## src/sd_pkg.sv

```systemverilog
package sd_pkg;

    localparam int CMD_FRAME_W = 48;
    localparam int DIV_W = 8;
    // x^7 + x^3 + 1
    localparam logic [6:0] CRC7_POLY = 7'h09;

    typedef enum logic [2:0] {
        REG_ARGUMENT   = 3'd0,
        REG_COMMAND    = 3'd1,
        REG_RESPONSE   = 3'd2,
        REG_INT_STATUS = 3'd3,
        REG_INT_ENABLE = 3'd4,
        REG_CLK_DIV    = 3'd5,
        REG_PRESENT    = 3'd6
    } reg_addr_e;

    typedef struct packed {
        logic        we;
        reg_addr_e   addr;
        logic [31:0] wdata;
    } reg_req_t;

    // Codes 2 and 3 behave as RSP_48
    typedef enum logic [1:0] {
        RSP_NONE = 2'd0,
        RSP_48   = 2'd1
    } rsp_type_e;

    typedef struct packed {
        logic       index_check;
        logic       crc_check;
        rsp_type_e  rsp_type;
        logic [5:0] index;
    } cmd_desc_t;

    typedef struct packed {
        cmd_desc_t   desc;
        logic [31:0] arg;
    } cmd_req_t;

    typedef struct packed {
        logic        timeout;
        logic        crc_ok;
        logic [5:0]  index;
        logic [31:0] status;
    } cmd_raw_t;

    typedef struct packed {
        logic cmd_index_err;
        logic cmd_crc_err;
        logic cmd_timeout;
        logic cmd_complete;
    } int_status_t;

    // One bit of the serial CRC7
    function automatic logic [6:0] crc7_step(input logic [6:0] crc, input logic din);
        logic fb;
        fb = crc[6] ^ din;
        return {crc[5:0], 1'b0} ^ (fb ? CRC7_POLY : 7'd0);
    endfunction

endpackage

```

## src/sd_clock_divider.sv

```systemverilog
`timescale 1ns/1ps

module sd_clock_divider
    import sd_pkg::*;
(
    input  logic             aclk_i,
    input  logic             rst_i,
    input  logic [DIV_W-1:0] divisor_i,
    output logic             sd_clk_o,
    output logic             sd_rise_o,
    output logic             sd_fall_o
);

    logic [DIV_W-1:0] cnt_q;
    logic             toggle;

    // Compare against the live divisor, a smaller value must not overrun
    assign toggle = (cnt_q >= divisor_i);

    // Strobes mark the cycle that ends with the SD clock edge
    assign sd_rise_o = toggle && !sd_clk_o;
    assign sd_fall_o = toggle && sd_clk_o;

    always_ff @(posedge aclk_i) begin
        if (rst_i) begin
            cnt_q    <= '0;
            sd_clk_o <= 1'b0;
        end else if (toggle) begin
            cnt_q    <= '0;
            sd_clk_o <= ~sd_clk_o;
        end else begin
            cnt_q <= cnt_q + 1'b1;
        end
    end

endmodule

```

## src/sd_reg_bank.sv

```systemverilog
`timescale 1ns/1ps

module sd_reg_bank
    import sd_pkg::*;
(
    input  logic             aclk_i,
    input  logic             rst_i,
    input  logic             req_i,
    input  reg_req_t         reg_req_i,
    output logic             ack_o,
    output logic [31:0]      rdata_o,
    output logic [DIV_W-1:0] divisor_o,
    output logic             cmd_start_o,
    output cmd_req_t         cmd_req_o,
    input  logic             cmd_ack_i,
    input  int_status_t      result_i,
    input  logic [31:0]      status_i,
    output logic             interrupt_o
);

    logic [31:0] argument_q;
    cmd_desc_t   command_q;
    logic [31:0] response_q;
    int_status_t int_status_q;
    int_status_t int_enable_q;
    logic        inhibit_q;
    logic        access;
    logic        wr_en;
    logic        result_valid;
    int_status_t w1c_mask;
    int_status_t result_set;
    logic [31:0] rd_data;

    // New access on the first cycle req is seen with ack still low
    assign access       = req_i && !ack_o;
    assign wr_en        = access && reg_req_i.we;
    assign result_valid = cmd_start_o && cmd_ack_i;

    assign w1c_mask = (wr_en && reg_req_i.addr == REG_INT_STATUS) ?
                      int_status_t'(reg_req_i.wdata[3:0]) : int_status_t'(4'd0);
    assign result_set = result_valid ? result_i : int_status_t'(4'd0);

    assign cmd_req_o.desc = command_q;
    assign cmd_req_o.arg  = argument_q;
    assign interrupt_o    = |(int_status_q & int_enable_q);

    always_comb begin
        case (reg_req_i.addr)
            REG_ARGUMENT:   rd_data = argument_q;
            REG_COMMAND:    rd_data = {22'd0, command_q};
            REG_RESPONSE:   rd_data = response_q;
            REG_INT_STATUS: rd_data = {28'd0, int_status_q};
            REG_INT_ENABLE: rd_data = {28'd0, int_enable_q};
            REG_CLK_DIV:    rd_data = {{(32 - DIV_W){1'b0}}, divisor_o};
            REG_PRESENT:    rd_data = {31'd0, inhibit_q};
            default:        rd_data = '0;
        endcase
    end

    always_ff @(posedge aclk_i) begin
        if (rst_i) begin
            ack_o        <= 1'b0;
            command_q    <= cmd_desc_t'(10'd0);
            response_q   <= '0;
            int_status_q <= int_status_t'(4'd0);
            int_enable_q <= int_status_t'(4'd0);
            divisor_o    <= DIV_W'(1);
            cmd_start_o  <= 1'b0;
            inhibit_q    <= 1'b0;
        end else begin
            // Ack tracks req one cycle later in both directions
            ack_o <= req_i;

            if (wr_en) begin
                case (reg_req_i.addr)
                    REG_COMMAND: begin
                        if (!inhibit_q) begin
                            command_q   <= cmd_desc_t'(reg_req_i.wdata[9:0]);
                            cmd_start_o <= 1'b1;
                            inhibit_q   <= 1'b1;
                        end
                    end
                    REG_INT_ENABLE: int_enable_q <= int_status_t'(reg_req_i.wdata[3:0]);
                    REG_CLK_DIV:    divisor_o <= reg_req_i.wdata[DIV_W-1:0];
                    default: ;
                endcase
            end

            if (result_valid) begin
                response_q  <= status_i;
                cmd_start_o <= 1'b0;
            end else if (inhibit_q && !cmd_start_o && !cmd_ack_i) begin
                inhibit_q <= 1'b0;
            end

            int_status_q <= (int_status_q & ~w1c_mask) | result_set;
        end
    end

    always_ff @(posedge aclk_i) begin
        if (wr_en && reg_req_i.addr == REG_ARGUMENT) begin
            argument_q <= reg_req_i.wdata;
        end
        if (access) begin
            rdata_o <= rd_data;
        end
    end

endmodule

```

## src/sd_cmd_master.sv

```systemverilog
`timescale 1ns/1ps

module sd_cmd_master
    import sd_pkg::*;
(
    input  logic        aclk_i,
    input  logic        rst_i,
    input  logic        cmd_start_i,
    input  cmd_req_t    cmd_req_i,
    output logic        cmd_ack_o,
    output int_status_t result_o,
    output logic [31:0] status_o,
    output logic        xfr_req_o,
    output cmd_req_t    xfr_o,
    input  logic        xfr_ack_i,
    input  cmd_raw_t    raw_i
);

    typedef enum logic [2:0] {
        IDLE,
        XFER,
        WAIT_XFR_DROP,
        DONE,
        WAIT_START_DROP
    } master_state_e;

    master_state_e state_q;
    cmd_req_t      req_q;
    int_status_t   eval_result;
    logic [31:0]   eval_status;
    logic          rsp_valid;

    assign xfr_o = req_q;

    // Error checks only make sense when a response frame arrived
    always_comb begin
        rsp_valid = (req_q.desc.rsp_type != RSP_NONE) && !raw_i.timeout;
        eval_result.cmd_complete  = 1'b1;
        eval_result.cmd_timeout   = raw_i.timeout;
        eval_result.cmd_crc_err   = rsp_valid && req_q.desc.crc_check && !raw_i.crc_ok;
        eval_result.cmd_index_err = rsp_valid && req_q.desc.index_check &&
                                    (raw_i.index != req_q.desc.index);
        eval_status = rsp_valid ? raw_i.status : 32'd0;
    end

    always_ff @(posedge aclk_i) begin
        if (rst_i) begin
            state_q   <= IDLE;
            xfr_req_o <= 1'b0;
            cmd_ack_o <= 1'b0;
            result_o  <= int_status_t'(4'd0);
            status_o  <= '0;
        end else begin
            case (state_q)
                IDLE: begin
                    if (cmd_start_i) begin
                        xfr_req_o <= 1'b1;
                        state_q   <= XFER;
                    end
                end
                XFER: begin
                    if (xfr_ack_i) begin
                        result_o  <= eval_result;
                        status_o  <= eval_status;
                        xfr_req_o <= 1'b0;
                        state_q   <= WAIT_XFR_DROP;
                    end
                end
                WAIT_XFR_DROP: begin
                    if (!xfr_ack_i) begin
                        state_q <= DONE;
                    end
                end
                DONE: begin
                    cmd_ack_o <= 1'b1;
                    state_q   <= WAIT_START_DROP;
                end
                WAIT_START_DROP: begin
                    if (!cmd_start_i) begin
                        cmd_ack_o <= 1'b0;
                        state_q   <= IDLE;
                    end
                end
                default: state_q <= IDLE;
            endcase
        end
    end

    // Request held for the whole transfer
    always_ff @(posedge aclk_i) begin
        if (state_q == IDLE && cmd_start_i) begin
            req_q <= cmd_req_i;
        end
    end

endmodule

```

## src/sd_cmd_serial_host.sv

```systemverilog
`timescale 1ns/1ps

module sd_cmd_serial_host
    import sd_pkg::*;
#(
    parameter int RSP_TIMEOUT = 64
) (
    input  logic     aclk_i,
    input  logic     rst_i,
    input  logic     sd_rise_i,
    input  logic     sd_fall_i,
    input  logic     xfr_req_i,
    input  cmd_req_t xfr_i,
    output logic     xfr_ack_o,
    output cmd_raw_t raw_o,
    input  logic     sd_cmd_i,
    output logic     sd_cmd_o,
    output logic     sd_cmd_oe_o
);

    // Start, transmission, index and argument go through the CRC
    localparam int TX_W  = CMD_FRAME_W - 8;
    // Response bits kept after the start bit, end bit dropped
    localparam int RX_W  = CMD_FRAME_W - 2;
    localparam int CNT_W = $clog2(CMD_FRAME_W + 1);
    localparam int TO_W  = $clog2(RSP_TIMEOUT + 1);

    typedef enum logic [2:0] {
        IDLE,
        SEND,
        TURN,
        WAIT_START,
        RECV,
        ACK,
        ACK_DROP
    } cmd_state_e;

    cmd_state_e       state_q;
    logic [TX_W-1:0]  tx_q;
    logic [RX_W-1:0]  rx_q;
    logic [6:0]       crc_q;
    logic [CNT_W-1:0] bit_cnt_q;
    logic [TO_W-1:0]  to_cnt_q;

    always_ff @(posedge aclk_i) begin
        if (rst_i) begin
            state_q     <= IDLE;
            xfr_ack_o   <= 1'b0;
            raw_o       <= '0;
            sd_cmd_o    <= 1'b1;
            sd_cmd_oe_o <= 1'b0;
            crc_q       <= '0;
            bit_cnt_q   <= '0;
            to_cnt_q    <= '0;
        end else begin
            case (state_q)
                IDLE: begin
                    if (xfr_req_i) begin
                        bit_cnt_q <= '0;
                        crc_q     <= '0;
                        state_q   <= SEND;
                    end
                end
                SEND: begin
                    if (sd_fall_i) begin
                        bit_cnt_q <= bit_cnt_q + 1'b1;
                        if (bit_cnt_q < CNT_W'(TX_W)) begin
                            sd_cmd_oe_o <= 1'b1;
                            sd_cmd_o    <= tx_q[TX_W-1];
                            crc_q       <= crc7_step(crc_q, tx_q[TX_W-1]);
                        end else if (bit_cnt_q < CNT_W'(CMD_FRAME_W - 1)) begin
                            sd_cmd_o <= crc_q[6];
                            crc_q    <= {crc_q[5:0], 1'b0};
                        end else if (bit_cnt_q == CNT_W'(CMD_FRAME_W - 1)) begin
                            sd_cmd_o <= 1'b1;
                        end else begin
                            // End bit has been on the line for a full clock
                            sd_cmd_oe_o <= 1'b0;
                            bit_cnt_q   <= '0;
                            if (xfr_i.desc.rsp_type == RSP_NONE) begin
                                raw_o   <= '0;
                                state_q <= ACK;
                            end else begin
                                state_q <= TURN;
                            end
                        end
                    end
                end
                TURN: begin
                    if (sd_fall_i) begin
                        if (bit_cnt_q == CNT_W'(1)) begin
                            to_cnt_q <= '0;
                            state_q  <= WAIT_START;
                        end else begin
                            bit_cnt_q <= bit_cnt_q + 1'b1;
                        end
                    end
                end
                WAIT_START: begin
                    if (sd_rise_i) begin
                        if (!sd_cmd_i) begin
                            bit_cnt_q <= CNT_W'(1);
                            crc_q     <= '0;
                            state_q   <= RECV;
                        end else if (to_cnt_q == TO_W'(RSP_TIMEOUT - 1)) begin
                            raw_o   <= '{timeout: 1'b1, crc_ok: 1'b0, index: '0, status: '0};
                            state_q <= ACK;
                        end else begin
                            to_cnt_q <= to_cnt_q + 1'b1;
                        end
                    end
                end
                RECV: begin
                    if (sd_rise_i) begin
                        bit_cnt_q <= bit_cnt_q + 1'b1;
                        if (bit_cnt_q < CNT_W'(CMD_FRAME_W - 1)) begin
                            crc_q <= crc7_step(crc_q, sd_cmd_i);
                        end else begin
                            // CRC run over its own check bits leaves zero
                            raw_o   <= '{timeout: 1'b0,
                                         crc_ok:  (crc_q == 7'd0),
                                         index:   rx_q[RX_W-2 -: 6],
                                         status:  rx_q[RX_W-8 -: 32]};
                            state_q <= ACK;
                        end
                    end
                end
                ACK: begin
                    xfr_ack_o <= 1'b1;
                    state_q   <= ACK_DROP;
                end
                ACK_DROP: begin
                    if (!xfr_req_i) begin
                        xfr_ack_o <= 1'b0;
                        state_q   <= IDLE;
                    end
                end
                default: state_q <= IDLE;
            endcase
        end
    end

    // Frame shifters, MSB first
    always_ff @(posedge aclk_i) begin
        if (state_q == IDLE && xfr_req_i) begin
            tx_q <= {1'b0, 1'b1, xfr_i.desc.index, xfr_i.arg};
        end else if (state_q == SEND && sd_fall_i && bit_cnt_q < CNT_W'(TX_W)) begin
            tx_q <= {tx_q[TX_W-2:0], 1'b0};
        end
        if (state_q == RECV && sd_rise_i && bit_cnt_q < CNT_W'(CMD_FRAME_W - 1)) begin
            rx_q <= {rx_q[RX_W-2:0], sd_cmd_i};
        end
    end

endmodule

```

## src/sd_emmc_controller.sv

```systemverilog
`timescale 1ns/1ps

module sd_emmc_controller
    import sd_pkg::*;
#(
    parameter int RSP_TIMEOUT = 64
) (
    input  logic        aclk_i,
    input  logic        rst_i,
    input  logic        req_i,
    input  reg_req_t    reg_req_i,
    output logic        ack_o,
    output logic [31:0] rdata_o,
    output logic        sd_clk_o,
    output logic        sd_cmd_o,
    output logic        sd_cmd_oe_o,
    input  logic        sd_cmd_i,
    output logic        interrupt_o
);

    logic [DIV_W-1:0] divisor;
    logic             sd_rise;
    logic             sd_fall;
    logic             cmd_start;
    logic             cmd_ack;
    cmd_req_t         cmd_req;
    int_status_t      cmd_result;
    logic [31:0]      cmd_status;
    logic             xfr_req;
    logic             xfr_ack;
    cmd_req_t         xfr;
    cmd_raw_t         raw;

    sd_reg_bank reg_bank0 (
        .aclk_i      (aclk_i),
        .rst_i       (rst_i),
        .req_i       (req_i),
        .reg_req_i   (reg_req_i),
        .ack_o       (ack_o),
        .rdata_o     (rdata_o),
        .divisor_o   (divisor),
        .cmd_start_o (cmd_start),
        .cmd_req_o   (cmd_req),
        .cmd_ack_i   (cmd_ack),
        .result_i    (cmd_result),
        .status_i    (cmd_status),
        .interrupt_o (interrupt_o)
    );

    sd_clock_divider clock_divider0 (
        .aclk_i    (aclk_i),
        .rst_i     (rst_i),
        .divisor_i (divisor),
        .sd_clk_o  (sd_clk_o),
        .sd_rise_o (sd_rise),
        .sd_fall_o (sd_fall)
    );

    sd_cmd_master cmd_master0 (
        .aclk_i      (aclk_i),
        .rst_i       (rst_i),
        .cmd_start_i (cmd_start),
        .cmd_req_i   (cmd_req),
        .cmd_ack_o   (cmd_ack),
        .result_o    (cmd_result),
        .status_o    (cmd_status),
        .xfr_req_o   (xfr_req),
        .xfr_o       (xfr),
        .xfr_ack_i   (xfr_ack),
        .raw_i       (raw)
    );

    sd_cmd_serial_host #(
        .RSP_TIMEOUT (RSP_TIMEOUT)
    ) cmd_serial_host0 (
        .aclk_i      (aclk_i),
        .rst_i       (rst_i),
        .sd_rise_i   (sd_rise),
        .sd_fall_i   (sd_fall),
        .xfr_req_i   (xfr_req),
        .xfr_i       (xfr),
        .xfr_ack_o   (xfr_ack),
        .raw_o       (raw),
        .sd_cmd_i    (sd_cmd_i),
        .sd_cmd_o    (sd_cmd_o),
        .sd_cmd_oe_o (sd_cmd_oe_o)
    );

endmodule

```

## config.mk

```make
export PLATFORM = sky130hd
export DESIGN_NAME = sd_emmc_controller
export DESIGN_NICKNAME = d
export VERILOG_FILES = /design/src/sd_pkg.sv /design/src/sd_clock_divider.sv /design/src/sd_reg_bank.sv /design/src/sd_cmd_master.sv /design/src/sd_cmd_serial_host.sv /design/src/sd_emmc_controller.sv
export SDC_FILE = /design/constraint.sdc
export NUM_CORES = 1
export LEC_CHECK = 0
export BUFFER_PORTS_ARGS = -buffer_cell sky130_fd_sc_hd__buf_2
export CAP_MARGIN = 10
export CELL_PAD_IN_SITES_DETAIL_PLACEMENT = 0
export CELL_PAD_IN_SITES_GLOBAL_PLACEMENT = 2
export CORE_ASPECT_RATIO = 0.6
export CORE_MARGIN = 5
export CORE_UTILIZATION = 45
export DETAILED_ROUTE_END_ITERATION = 8
export GPL_ROUTABILITY_DRIVEN = 1
export GPL_TIMING_DRIVEN = 0
export HOLD_SLACK_MARGIN = 0.15
export PLACE_DENSITY = 0.82
export SYNTH_ARGS = -nofsm -noshare
export SYNTH_HDL_FRONTEND = slang
export SYNTH_HIERARCHICAL = 1
export SYNTH_SLANG_ARGS = --single-unit
```

## constraint.sdc

```tcl
create_clock -name aclk_i -period 10.4 [get_ports aclk_i]
set_clock_uncertainty 0.2 [all_clocks]
set_input_delay 2.6 -clock aclk_i [delete_from_list [all_inputs] [get_ports aclk_i]]
set_output_delay 2.6 -clock aclk_i [all_outputs]
set_load 0.005 [all_outputs]
```

### Yosys cells after proc, flatten, opt, wreduce, memory -nomap -nowiden

Index checks and enable logic that the tools add are counted.

| word-level totals | value |
|---|---|
| bits in registers | 368 |
| input port bits | 40 |
| output and inout bits | 37 |

| cells by class | value |
|---|---|
| add/sub/neg operators | 3 |
| magnitude comparators | 3 |
| eq/ne operators | 46 |
| muxes and demuxes | 82 |
| bitwise logic cells | 10 |
| reductions and logical operators | 59 |

Operators with widths:

| kind | count |
|---|---|
| $mux W40 | 10 |
| $pmux W32 S7 | 1 |
| $pmux W40 S3 | 1 |
| $mux W7 | 13 |
| $mux W38 | 2 |
| $mux W6 | 10 |
| $mux W3 | 18 |
| $mux W32 | 1 |
| $pmux W6 S5 | 1 |
| $ne A2 B2 Y1 const B | 14 |
| $pmux W7 S4 | 1 |
| $eq A3 B3 Y1 const B | 7 |
| $pmux W3 S7 | 1 |
| $logic_and A1 B1 Y1 | 20 |
| $ne A2 B1 Y1 const B | 10 |
| $eq A3 B2 Y1 const B | 6 |
| $mux W4 | 4 |
| $reduce_and A8 Y1 | 2 |
| $pmux W3 S5 | 1 |
| $mux W1 | 14 |
| $pmux W7 S2 | 1 |
| $xor A7 B7 Y7 | 2 |
| $lt A6 B6 Y1 const B | 2 |
| $reduce_and A12 Y1 | 1 |
| other kinds (31) | 60 |

### Logic depth before layout (Yosys ltp)

Gate-level depths: netlist (run 1).

| logic depth | value |
|---|---|
| depth after elaboration | 8 |
| gate-level depth with buffers | 13 |

### Modules after synthesis

Netlist (run 1), hierarchy kept.

Modules (own cells, without submodules):

| module | times used | cells an instance | area each (um2) |
|---|---|---|---|
| sd_cmd_serial_host | 1 | 549 | 6394.9 |
| sd_reg_bank | 1 | 424 | 4897.2 |
| sd_cmd_master | 1 | 239 | 2962.8 |
| sd_clock_divider | 1 | 72 | 631.9 |

### Least setup slack after synthesis (run 1)

Ideal clock, no wire load.

| timing path | value |
|---|---|
| kind | reg2reg |
| start | reg cmd_master0.state_q[0] |
| end | reg cmd_master0.req_q (netlist bit cmd_master0/xfr_o[0]) (enable) |
| library setup time | 565 ps |
| arrival time | 4946 ps |
| required time | 9635 ps |
| path slack | 4689 ps |
| stages on the path, launching flop included | 3 |
| clock period less this slack | 5711 ps |
| path through | dfxtp_1 -> buf_2 -> nor4b_1 |

| on the way | value |
|---|---|
| cells in the longest elaborated chain, start to end | 2 |

Ends and longest elaborated chain:

| element | RTL line | text |
|---|---|---|
| start, declared | sd_cmd_master.sv:27 | `master_state_e state_q;` |
| start signal, assigned | sd_cmd_master.sv:48 | `state_q <= IDLE;` |
| start signal, assigned | sd_cmd_master.sv:58 | `state_q <= XFER;` |
| start signal, assigned | sd_cmd_master.sv:66 | `state_q <= WAIT_XFR_DROP;` |
| $logic_not A3 Y1 | sd_cmd_master.sv:91 | `if (state_q == IDLE && cmd_start_i) begin` |
| $logic_and A1 B1 Y1 | sd_cmd_master.sv:91 |  |
| end signal, assigned | sd_cmd_master.sv:92 | `req_q <= cmd_req_i;` |
| end, declared | sd_cmd_master.sv:28 | `cmd_req_t req_q;` |

Every way passes these cells.
A chain may end at the register's enable or synchronous reset.

### Final worst setup path (run 1)

| timing path | value |
|---|---|
| start | in reg_req_i[34] (netlist bit) |
| end | reg reg_bank0.argument_q[16] (enable) |

| on the way | value |
|---|---|
| cells in the longest elaborated chain, start to end | 2 |

Ends and longest elaborated chain:

| element | RTL line | text |
|---|---|---|
| start, declared | sd_emmc_controller.sv:11 | `input reg_req_t reg_req_i,` |
| $logic_not A3 Y1 | sd_reg_bank.sv:101 | `if (wr_en && reg_req_i.addr == REG_ARGUMENT) begin` |
| $logic_and A1 B1 Y1 | sd_reg_bank.sv:101 |  |
| end signal, assigned | sd_reg_bank.sv:102 | `argument_q <= reg_req_i.wdata;` |
| end, declared | sd_reg_bank.sv:21 | `logic [31:0] argument_q;` |

Every way passes these cells.

==> results_dict.tcl, run 1 <==
set metrics [dict create \
    synth_most_common_cell "edfxtp_1" \
    place_congestion 0.857 \
    hold_viol 0 \
    finalMaxSlewViolations 0 \
    cp_data_required_time_ns 10.35 \
    num_rows 51 \
    clock.fmax_mhz 219 \
    drtIter0Drc 1018 \
    remaining_drc_errors 0 \
    ys_types 81 \
    ys_top_cells_by_area "edfxtp_1 (38%), dfxtp_1 (24%), a21oi_1 (5.2%), nand2_1 (3.3%), mux2_1 (2.9%)" \
    crit_path_end "reg_bank0/argument_q[16]$_DFFE_PP_" \
    tightest_slew_ns 1.09 \
    holdBufCountCts 0 \
    rr_endpoint "cmd_serial_host0/bit_cnt_q[4]$_SDFFE_PP0P_" \
    cts.reportedPaths.clkPinSlew_ns 0.06 \
    finalInstanceArea_um2 17100 \
    fin_crit_ns 4.57 \
    crit_type "in -> reg" \
    viasPerCell 5.74 \
    crit_path_end_kind "flip-flop" \
    clock_path_buffers 3 \
    insertion_delay_ns 0.52 \
    die_h_um 151 \
    grt_use_total 0.210 \
    post_cts_buffers 0 \
    antenna_found_initial 1 \
    start_kind "input port" \
    core_um2 32500 \
    drive_above_1_share 0.154 \
    numClockSinks 368 \
    synth_area_leader_cell "edfxtp_1" \
    yosys_warnings 6 \
    max_cap_violations 0 \
    h-tree-depth 2 \
    ys_seq_area_frac 0.622 \
    initial_core_util 0.457 \
    cts_made_buffers 35 \
    chipWidth_um 245 \
    grt.overflow.total 0 \
    avgSynthCellArea_um2 11.6 \
    dieArea_um2 36900 \
    io-pin-count 77 \
    routedWlPerCell_um 21.2 \
    p_per_area_nw_per_um2 195 \
    cp-startpoint "reg_req_i[34]" \
    r2r_cells 13 \
    ys_ff_latch 368 \
    grt_pass1_vias 10100 \
    r2r_slack_ns 6.21 \
    crit_slowest_cell "and2_2" \
    synth_top_area_frac 0.381 \
    synth_common_cells "edfxtp_1 (189), dfxtp_1 (179), a21oi_1 (154)" \
    syn2layout_area_growth_pct 14.6 \
    synthesis.area_um2 14900 \
    holdWs_ns 0.221 \
    leakage_uw 0.00570 \
    routed_wl_um 39400 \
    rsz0062_at_grt "false" \
    netlist_instances 1284 \
    fin_crit_sh 0.439 \
    critPathMaxStageDelay_ns 0.79 \
    synth_flop_cell "edfxtp_1" \
    clockRootBuffer "clkbuf_16" \
    setup_viol 0 \
    ctsResizeCount 0 \
    grt_pass1_wl_um 60300 \
    synthArstFlopShare 0 \
    crit_top_cell "buf_2" \
    reg2reg_from "clock_divider0/cnt_q[0]$_SDFF_PP0_" \
    fin_nets 1457 \
    fin_tns_setup_ns 0 \
    synth_edf_count 189 \
    cp_cell_sequence "buf_2 > buf_2 > nor3_2 > buf_2 > and2_2" \
    slew_headroom 0.269 \
    vias 10700 \
    syn-num-nets 1336 \
    io_buffers 75 \
    arrival_ns 4.52 \
    grt_max_degree 33 \
    cts_tree "yes" \
    dr.pass1.iters 7 \
    placed_cell_area_um2 15900 \
    ir_worst_vdd_mv 0.103 \
    ant_nets 0 \
    dp_hpwl_um 28900 \
    status "completed" \
    worst-path-max-fanout 32 \
    hold_path.class "reg -> reg" \
]
==> worst min-delay path by stage <==
stage	start	to	slack [ns]	cells after the start
6_report	cmd_serial_host0/rx_q[0]$_DFFE_PP_	cmd_serial_host0/rx_q[1]$_DFFE_PP_	0.22	0
4_1_cts	cmd_serial_host0/rx_q[0]$_DFFE_PP_	cmd_serial_host0/rx_q[1]$_DFFE_PP_	0.22	0
2_1_floorplan	cmd_serial_host0/rx_q[0]$_DFFE_PP_	cmd_serial_host0/rx_q[1]$_DFFE_PP_	0.20	0
3_3_place_gp	cmd_serial_host0/rx_q[1]$_DFFE_PP_	cmd_serial_host0/rx_q[2]$_DFFE_PP_	0.21	0
3_5_place_dp	cmd_serial_host0/rx_q[1]$_DFFE_PP_	cmd_serial_host0/rx_q[2]$_DFFE_PP_	0.21	0
5_1_grt	cmd_serial_host0/rx_q[0]$_DFFE_PP_	cmd_serial_host0/rx_q[1]$_DFFE_PP_	0.22	0
==> final cells by class <==
type | count | area, um2
multi-input combinational | 800 | 5040
clock buffer | 49 | 1020
buffer | 98 | 541
sequential | 368 | 9260
inverter | 18 | 67.6
fill | 2857 | 15500
tap | 424 | 531
timing repair buffer | 84 | 492
clock inverter | 15 | 110
antenna | 1 | 2.50
==> power by group <==
part           internal, uW  total (uW)  switching [uW]
combinational           142         457             315
clock                   718        1270             551
sequential             1570        1600            28.3
==> sequential cells by signal, indices dropped and copies added, names as in the netlist, 3 cells and up <==
| name | count |
|---|---|
| cmd_master0/status_o | 32 |
| clock_divider0/cnt_q | 8 |
| reg_bank0/int_status_q | 4 |
| reg_bank0/cmd_req_o | 10 |
| cmd_serial_host0/to_cnt_q | 7 |
| cmd_serial_host0/raw_o | 40 |
| reg_bank0/argument_q | 32 |
| cmd_serial_host0/tx_q | 40 |
| cmd_serial_host0/state_q | 3 |
| reg_bank0/divisor_o | 8 |
| cmd_serial_host0/rx_q | 45 |
| cmd_master0/state_q | 3 |
| reg_bank0/int_enable_q | 4 |
| cmd_serial_host0/bit_cnt_q | 6 |
| reg_bank0/rdata_o | 32 |
| cmd_serial_host0/crc_q | 7 |
| reg_bank0/response_q | 32 |
| cmd_master0/xfr_o | 42 |
| cmd_master0/result_o | 4 |
==> stage by stage <==
stage               setup WS [ns]  instances  utilization  total power [uW]
global placement             1.80       1783        0.485              2070
floorplan                    4.69       1284            -              1910
detailed placement           5.29       1792        0.489              2070
finish                       5.83       1857        0.524              3320
global route                 5.73       1856        0.524              3450
CTS                          5.85       1856        0.524              3340
==> cells by family after synthesis <==
kind of cell | after synthesis | synth area share
simple gates | 378 | 0.137
flops | 368 | 0.622
compound gates | 342 | 0.141
buf+inv | 116 | 0.0408
mux | 51 | 0.0394
xor+xnor | 17 | 0.0100
fa+ha+maj | 12 | 0.0101
==> routing by layer <==
layer  part of all wire  GRT usage  vias to the layer above
li1                   -          -                     5039
met1               0.53      0.352                     5212
met2               0.38      0.277                      357
met3              0.072     0.0397                       45
met4              0.014     0.0423                        0
met5                  0          0                        -
==> critical path, delay by kind of cell <==
kind	cells	cell delay (ns)
simple gates	2	1.20
buf+inv	3	0.69
==> cell usage in the layout, fill, tap and decap left out, types with 11 or more instances in the layout <==
master	count
mux2_1	38
a22o_1	22
o21ai_0	34
edfxtp_1	189
dfxtp_1	179
nand3_1	55
nor2_1	35
ha_1	12
clkbuf_1	54
inv_1	17
o21ai_1	45
nor2b_1	14
xor2_1	11
a21oi_1	154
a22oi_1	15
buf_2	109
clkbuf_16	38
nand4_1	43
nand4b_1	19
nand2_1	131
No activity file was read; power rests on OpenSTA's default activity.
==> inputs of run 2 (changes only) <==
--- a/config.mk
+++ b/config.mk
@@ -11,12 +11,12 @@
 export CELL_PAD_IN_SITES_GLOBAL_PLACEMENT = 2
 export CORE_ASPECT_RATIO = 0.6
 export CORE_MARGIN = 5
-export CORE_UTILIZATION = 45
+export CORE_UTILIZATION = 42
 export DETAILED_ROUTE_END_ITERATION = 8
 export GPL_ROUTABILITY_DRIVEN = 1
 export GPL_TIMING_DRIVEN = 0
 export HOLD_SLACK_MARGIN = 0.15
-export PLACE_DENSITY = 0.82
+export PLACE_DENSITY = 0.77
 export SYNTH_ARGS = -nofsm -noshare
 export SYNTH_HDL_FRONTEND = slang
 export SYNTH_HIERARCHICAL = 1
==> constraint.sdc (replaced) <==
create_clock -name aclk_i -period 4.3 [get_ports aclk_i]
set_clock_uncertainty 0.2 [all_clocks]
set_input_delay 1.075 -clock aclk_i [delete_from_list [all_inputs] [get_ports aclk_i]]
set_output_delay 1.075 -clock aclk_i [all_outputs]
set_load 0.005 [all_outputs]
==> run 2 against run 1 <==
Effect of this change: critical path depth is 6 higher; sequential power grew 140%; die area increased by 6.8%; largest cell class unchanged.
==> results_dict.tcl, run 2 (synthesis gave the netlist of run 1 again) <==
set metrics [dict create \
    drive_above_1_share 0.156 \
    cts.reportedPaths.clkPinSlew_ns 0.07 \
    crit_top_cell "clkbuf_1" \
    p_int_uw 5990 \
    arrival_ns 4.02 \
    clockRootBuffer "clkbuf_16" \
    viasPerCell 5.57 \
    post-place-ws_ns 0.127 \
    clock_path_buffers 3 \
    routedWlPerCell_um 21.1 \
    hold-path-endpoint "cmd_serial_host0/rx_q[3]$_DFFE_PP_" \
    cts_made_buffers 36 \
    insertion_delay_ns 0.54 \
    top_layer_used "met4" \
    setup_viol 0 \
    chipWidth_um 253 \
    ant_nets 0 \
    dieArea_um2 39400 \
    drtIter0Drc 952 \
    grt_pass1_wl_um 61600 \
    num_rows 53 \
    crit_path_end_kind "flip-flop" \
    combinationalPowerShare 0.135 \
    r2r_slack_ns 0.31 \
    ir_worst_vdd_mv 0.242 \
    rsz0062_at_grt "false" \
    antenna_found_initial 0 \
    hold_path_startpoint "cmd_serial_host0/rx_q[2]$_DFFE_PP_" \
    largest_register "cmd_serial_host0/rx_q" \
    worst-path-max-fanout 27 \
    r2r_cells 11 \
    vias 10600 \
    routed_wl_um 40000 \
    grt_use_total 0.201 \
    cp_data_required_time_ns 4.33 \
    largest_register_ff_count 45 \
    p_seq_frac 0.470 \
    slew_headroom 0.406 \
    clockPowerShare 0.395 \
    crit_slowest_cell "and3_2" \
    setup_slack_ns 0.312 \
    io_buffers 75 \
    start_kind "flip-flop" \
    fin_nets 1456 \
    dp_hpwl_um 29200 \
    fin_crit_ns 3.99 \
    core_um2 35000 \
    layout_commonest_cell "edfxtp_1" \
    grt.overflow.total 0 \
    place_congestion 0.857 \
    status "completed" \
    p_sw_uw 2220 \
    num_antenna_cells 0 \
    reg2reg_from "reg_bank0/divisor_o[5]$_SDFFE_PP0P_" \
    initial_core_util 0.425 \
    p_per_area_nw_per_um2 477 \
    hold_path.class "reg -> reg" \
    crit_type "reg -> reg" \
    rr_endpoint "cmd_serial_host0/rx_q[9]$_DFFE_PP_" \
    fillCellCount 3206 \
    grt_max_degree 33 \
    grt_pass1_vias 10200 \
    remaining_drc_errors 0 \
    whs_path_depth 0 \
    max_cap_violations 0 \
    clock.fmax_mhz 251 \
    p_sw_frac 0.270 \
    final_cell_mix "edfxtp_1 (189), dfxtp_1 (179), a21oi_1 (154), nand2_1 (131), buf_2 (109)" \
    dp.cells 1833 \
    io-pin-count 77 \
    critPathMaxStageDelay_ns 0.58 \
    fin_crit_sh 0.928 \
    cp_cell_sequence "inv_1 > ha_1 > nand4_1 > o21bai_1 > o21a_1 > nor2_1 > clkbuf_1 > clkbuf_1 > buf_2 > and3_2 > buf_12" \
    wl_met2_um 16000 \
    dr.pass1.iters 5 \
    hold_viol 0 \
    leakage_uw 0.00574 \
    tightest_slew_ns 0.891 \
    final-instance-count-excl-fill 1899 \
    wl_met1_um 20900 \
    holdWs_ns 0.224 \
    finalMaxSlewViolations 0 \
    h-tree-depth 2 \
    die_h_um 156 \
    cts_tree "yes" \
    syn2layout_area_growth_pct 15.8 \
    numClockSinks 368 \
    wl_met3_um 2590 \
]
-- run 2: critical path, delay by kind of cell, from the launching register on --
kind / cells / cell delay [ns]
simple gates: 3 / 0.85
buf+inv: 5 / 1.49
fa+ha+maj: 1 / 0.29
compound gates: 2 / 0.45
flops: 1 / 0.36
-- run 2: layout make-up --
type / instances / area [um2] / share of cell area
Tap cell: 467 / 584 / 0.0339
Clock buffer: 51 / 1050 / 0.0609
Sequential cell: 368 / 9260 / 0.537
Buffer: 98 / 541 / 0.0314
Clock inverter: 15 / 165 / 0.00958
Multi-Input combinational cell: 800 / 5060 / 0.294
Timing Repair Buffer: 82 / 504 / 0.0293
Inverter: 18 / 67.6 / 0.00392
-- run 2: layer usage --
metal	up-vias	global-route usage
met3	41	0.0450
met5	-	0
met1	5240	0.327
li1	5026	-
met2	278	0.273
met4	0	0.0370
-- run 2: worst max path at each step --
stage | start | endpoint | slack [ns] | depth (start not counted)
2_1_floorplan | reg_bank0/divisor_o[5]$_SDFFE_PP0P_ | cmd_serial_host0/rx_q[0]$_DFFE_PP_ | 0.62 | 10
3_3_place_gp | reg_bank0/cmd_start_o$_SDFFE_PP0P_ | cmd_master0/xfr_o[3]$_DFFE_PP_ | -0.93 | 1
3_5_place_dp | clock_divider0/cnt_q[0]$_SDFF_PP0_ | cmd_serial_host0/bit_cnt_q[3]$_SDFFE_PP0P_ | 0.13 | 13
4_1_cts | clock_divider0/cnt_q[0]$_SDFF_PP0_ | cmd_serial_host0/bit_cnt_q[3]$_SDFFE_PP0P_ | 0.12 | 13
5_1_grt | reg_bank0/divisor_o[6]$_SDFFE_PP0P_ | cmd_serial_host0/rx_q[7]$_DFFE_PP_ | 0.002 | 11
6_report | reg_bank0/divisor_o[5]$_SDFFE_PP0P_ | cmd_serial_host0/rx_q[9]$_DFFE_PP_ | 0.31 | 11
-- run 2: power by group through the flow --
stage	sequential (uW)	clock [uW]	combinational (uW)
after floorplan	3920	0	713
after CTS	3860	3330	1090
after global routing	3870	3490	1220
after detailed placement	3930	0	1080
after global placement	3940	0	1060
final	3860	3240	1110
-- run 2: timing repair --
action	4_1_cts	5_1_grt
endpoints found under the setup margin	0	11
setup buffers	0	0
hold endpoints to repair	0	0
gates resized for setup	0	1
hold buffers	0	0
-- run 2: per-stage QoR --
stage / util / setup TNS, ns / power [uW] / instance area [um2]
3_5_place_dp: 0.457 / 0 / 5010 / 16000
2_1_floorplan: - / 0 / 4630 / 14900
4_1_cts: 0.492 / 0 / 8280 / 17200
3_3_place_gp: 0.453 / -93.28 / 5000 / 15900
6_report: 0.492 / 0 / 8210 / 17200
5_1_grt: 0.492 / 0 / 8580 / 17200
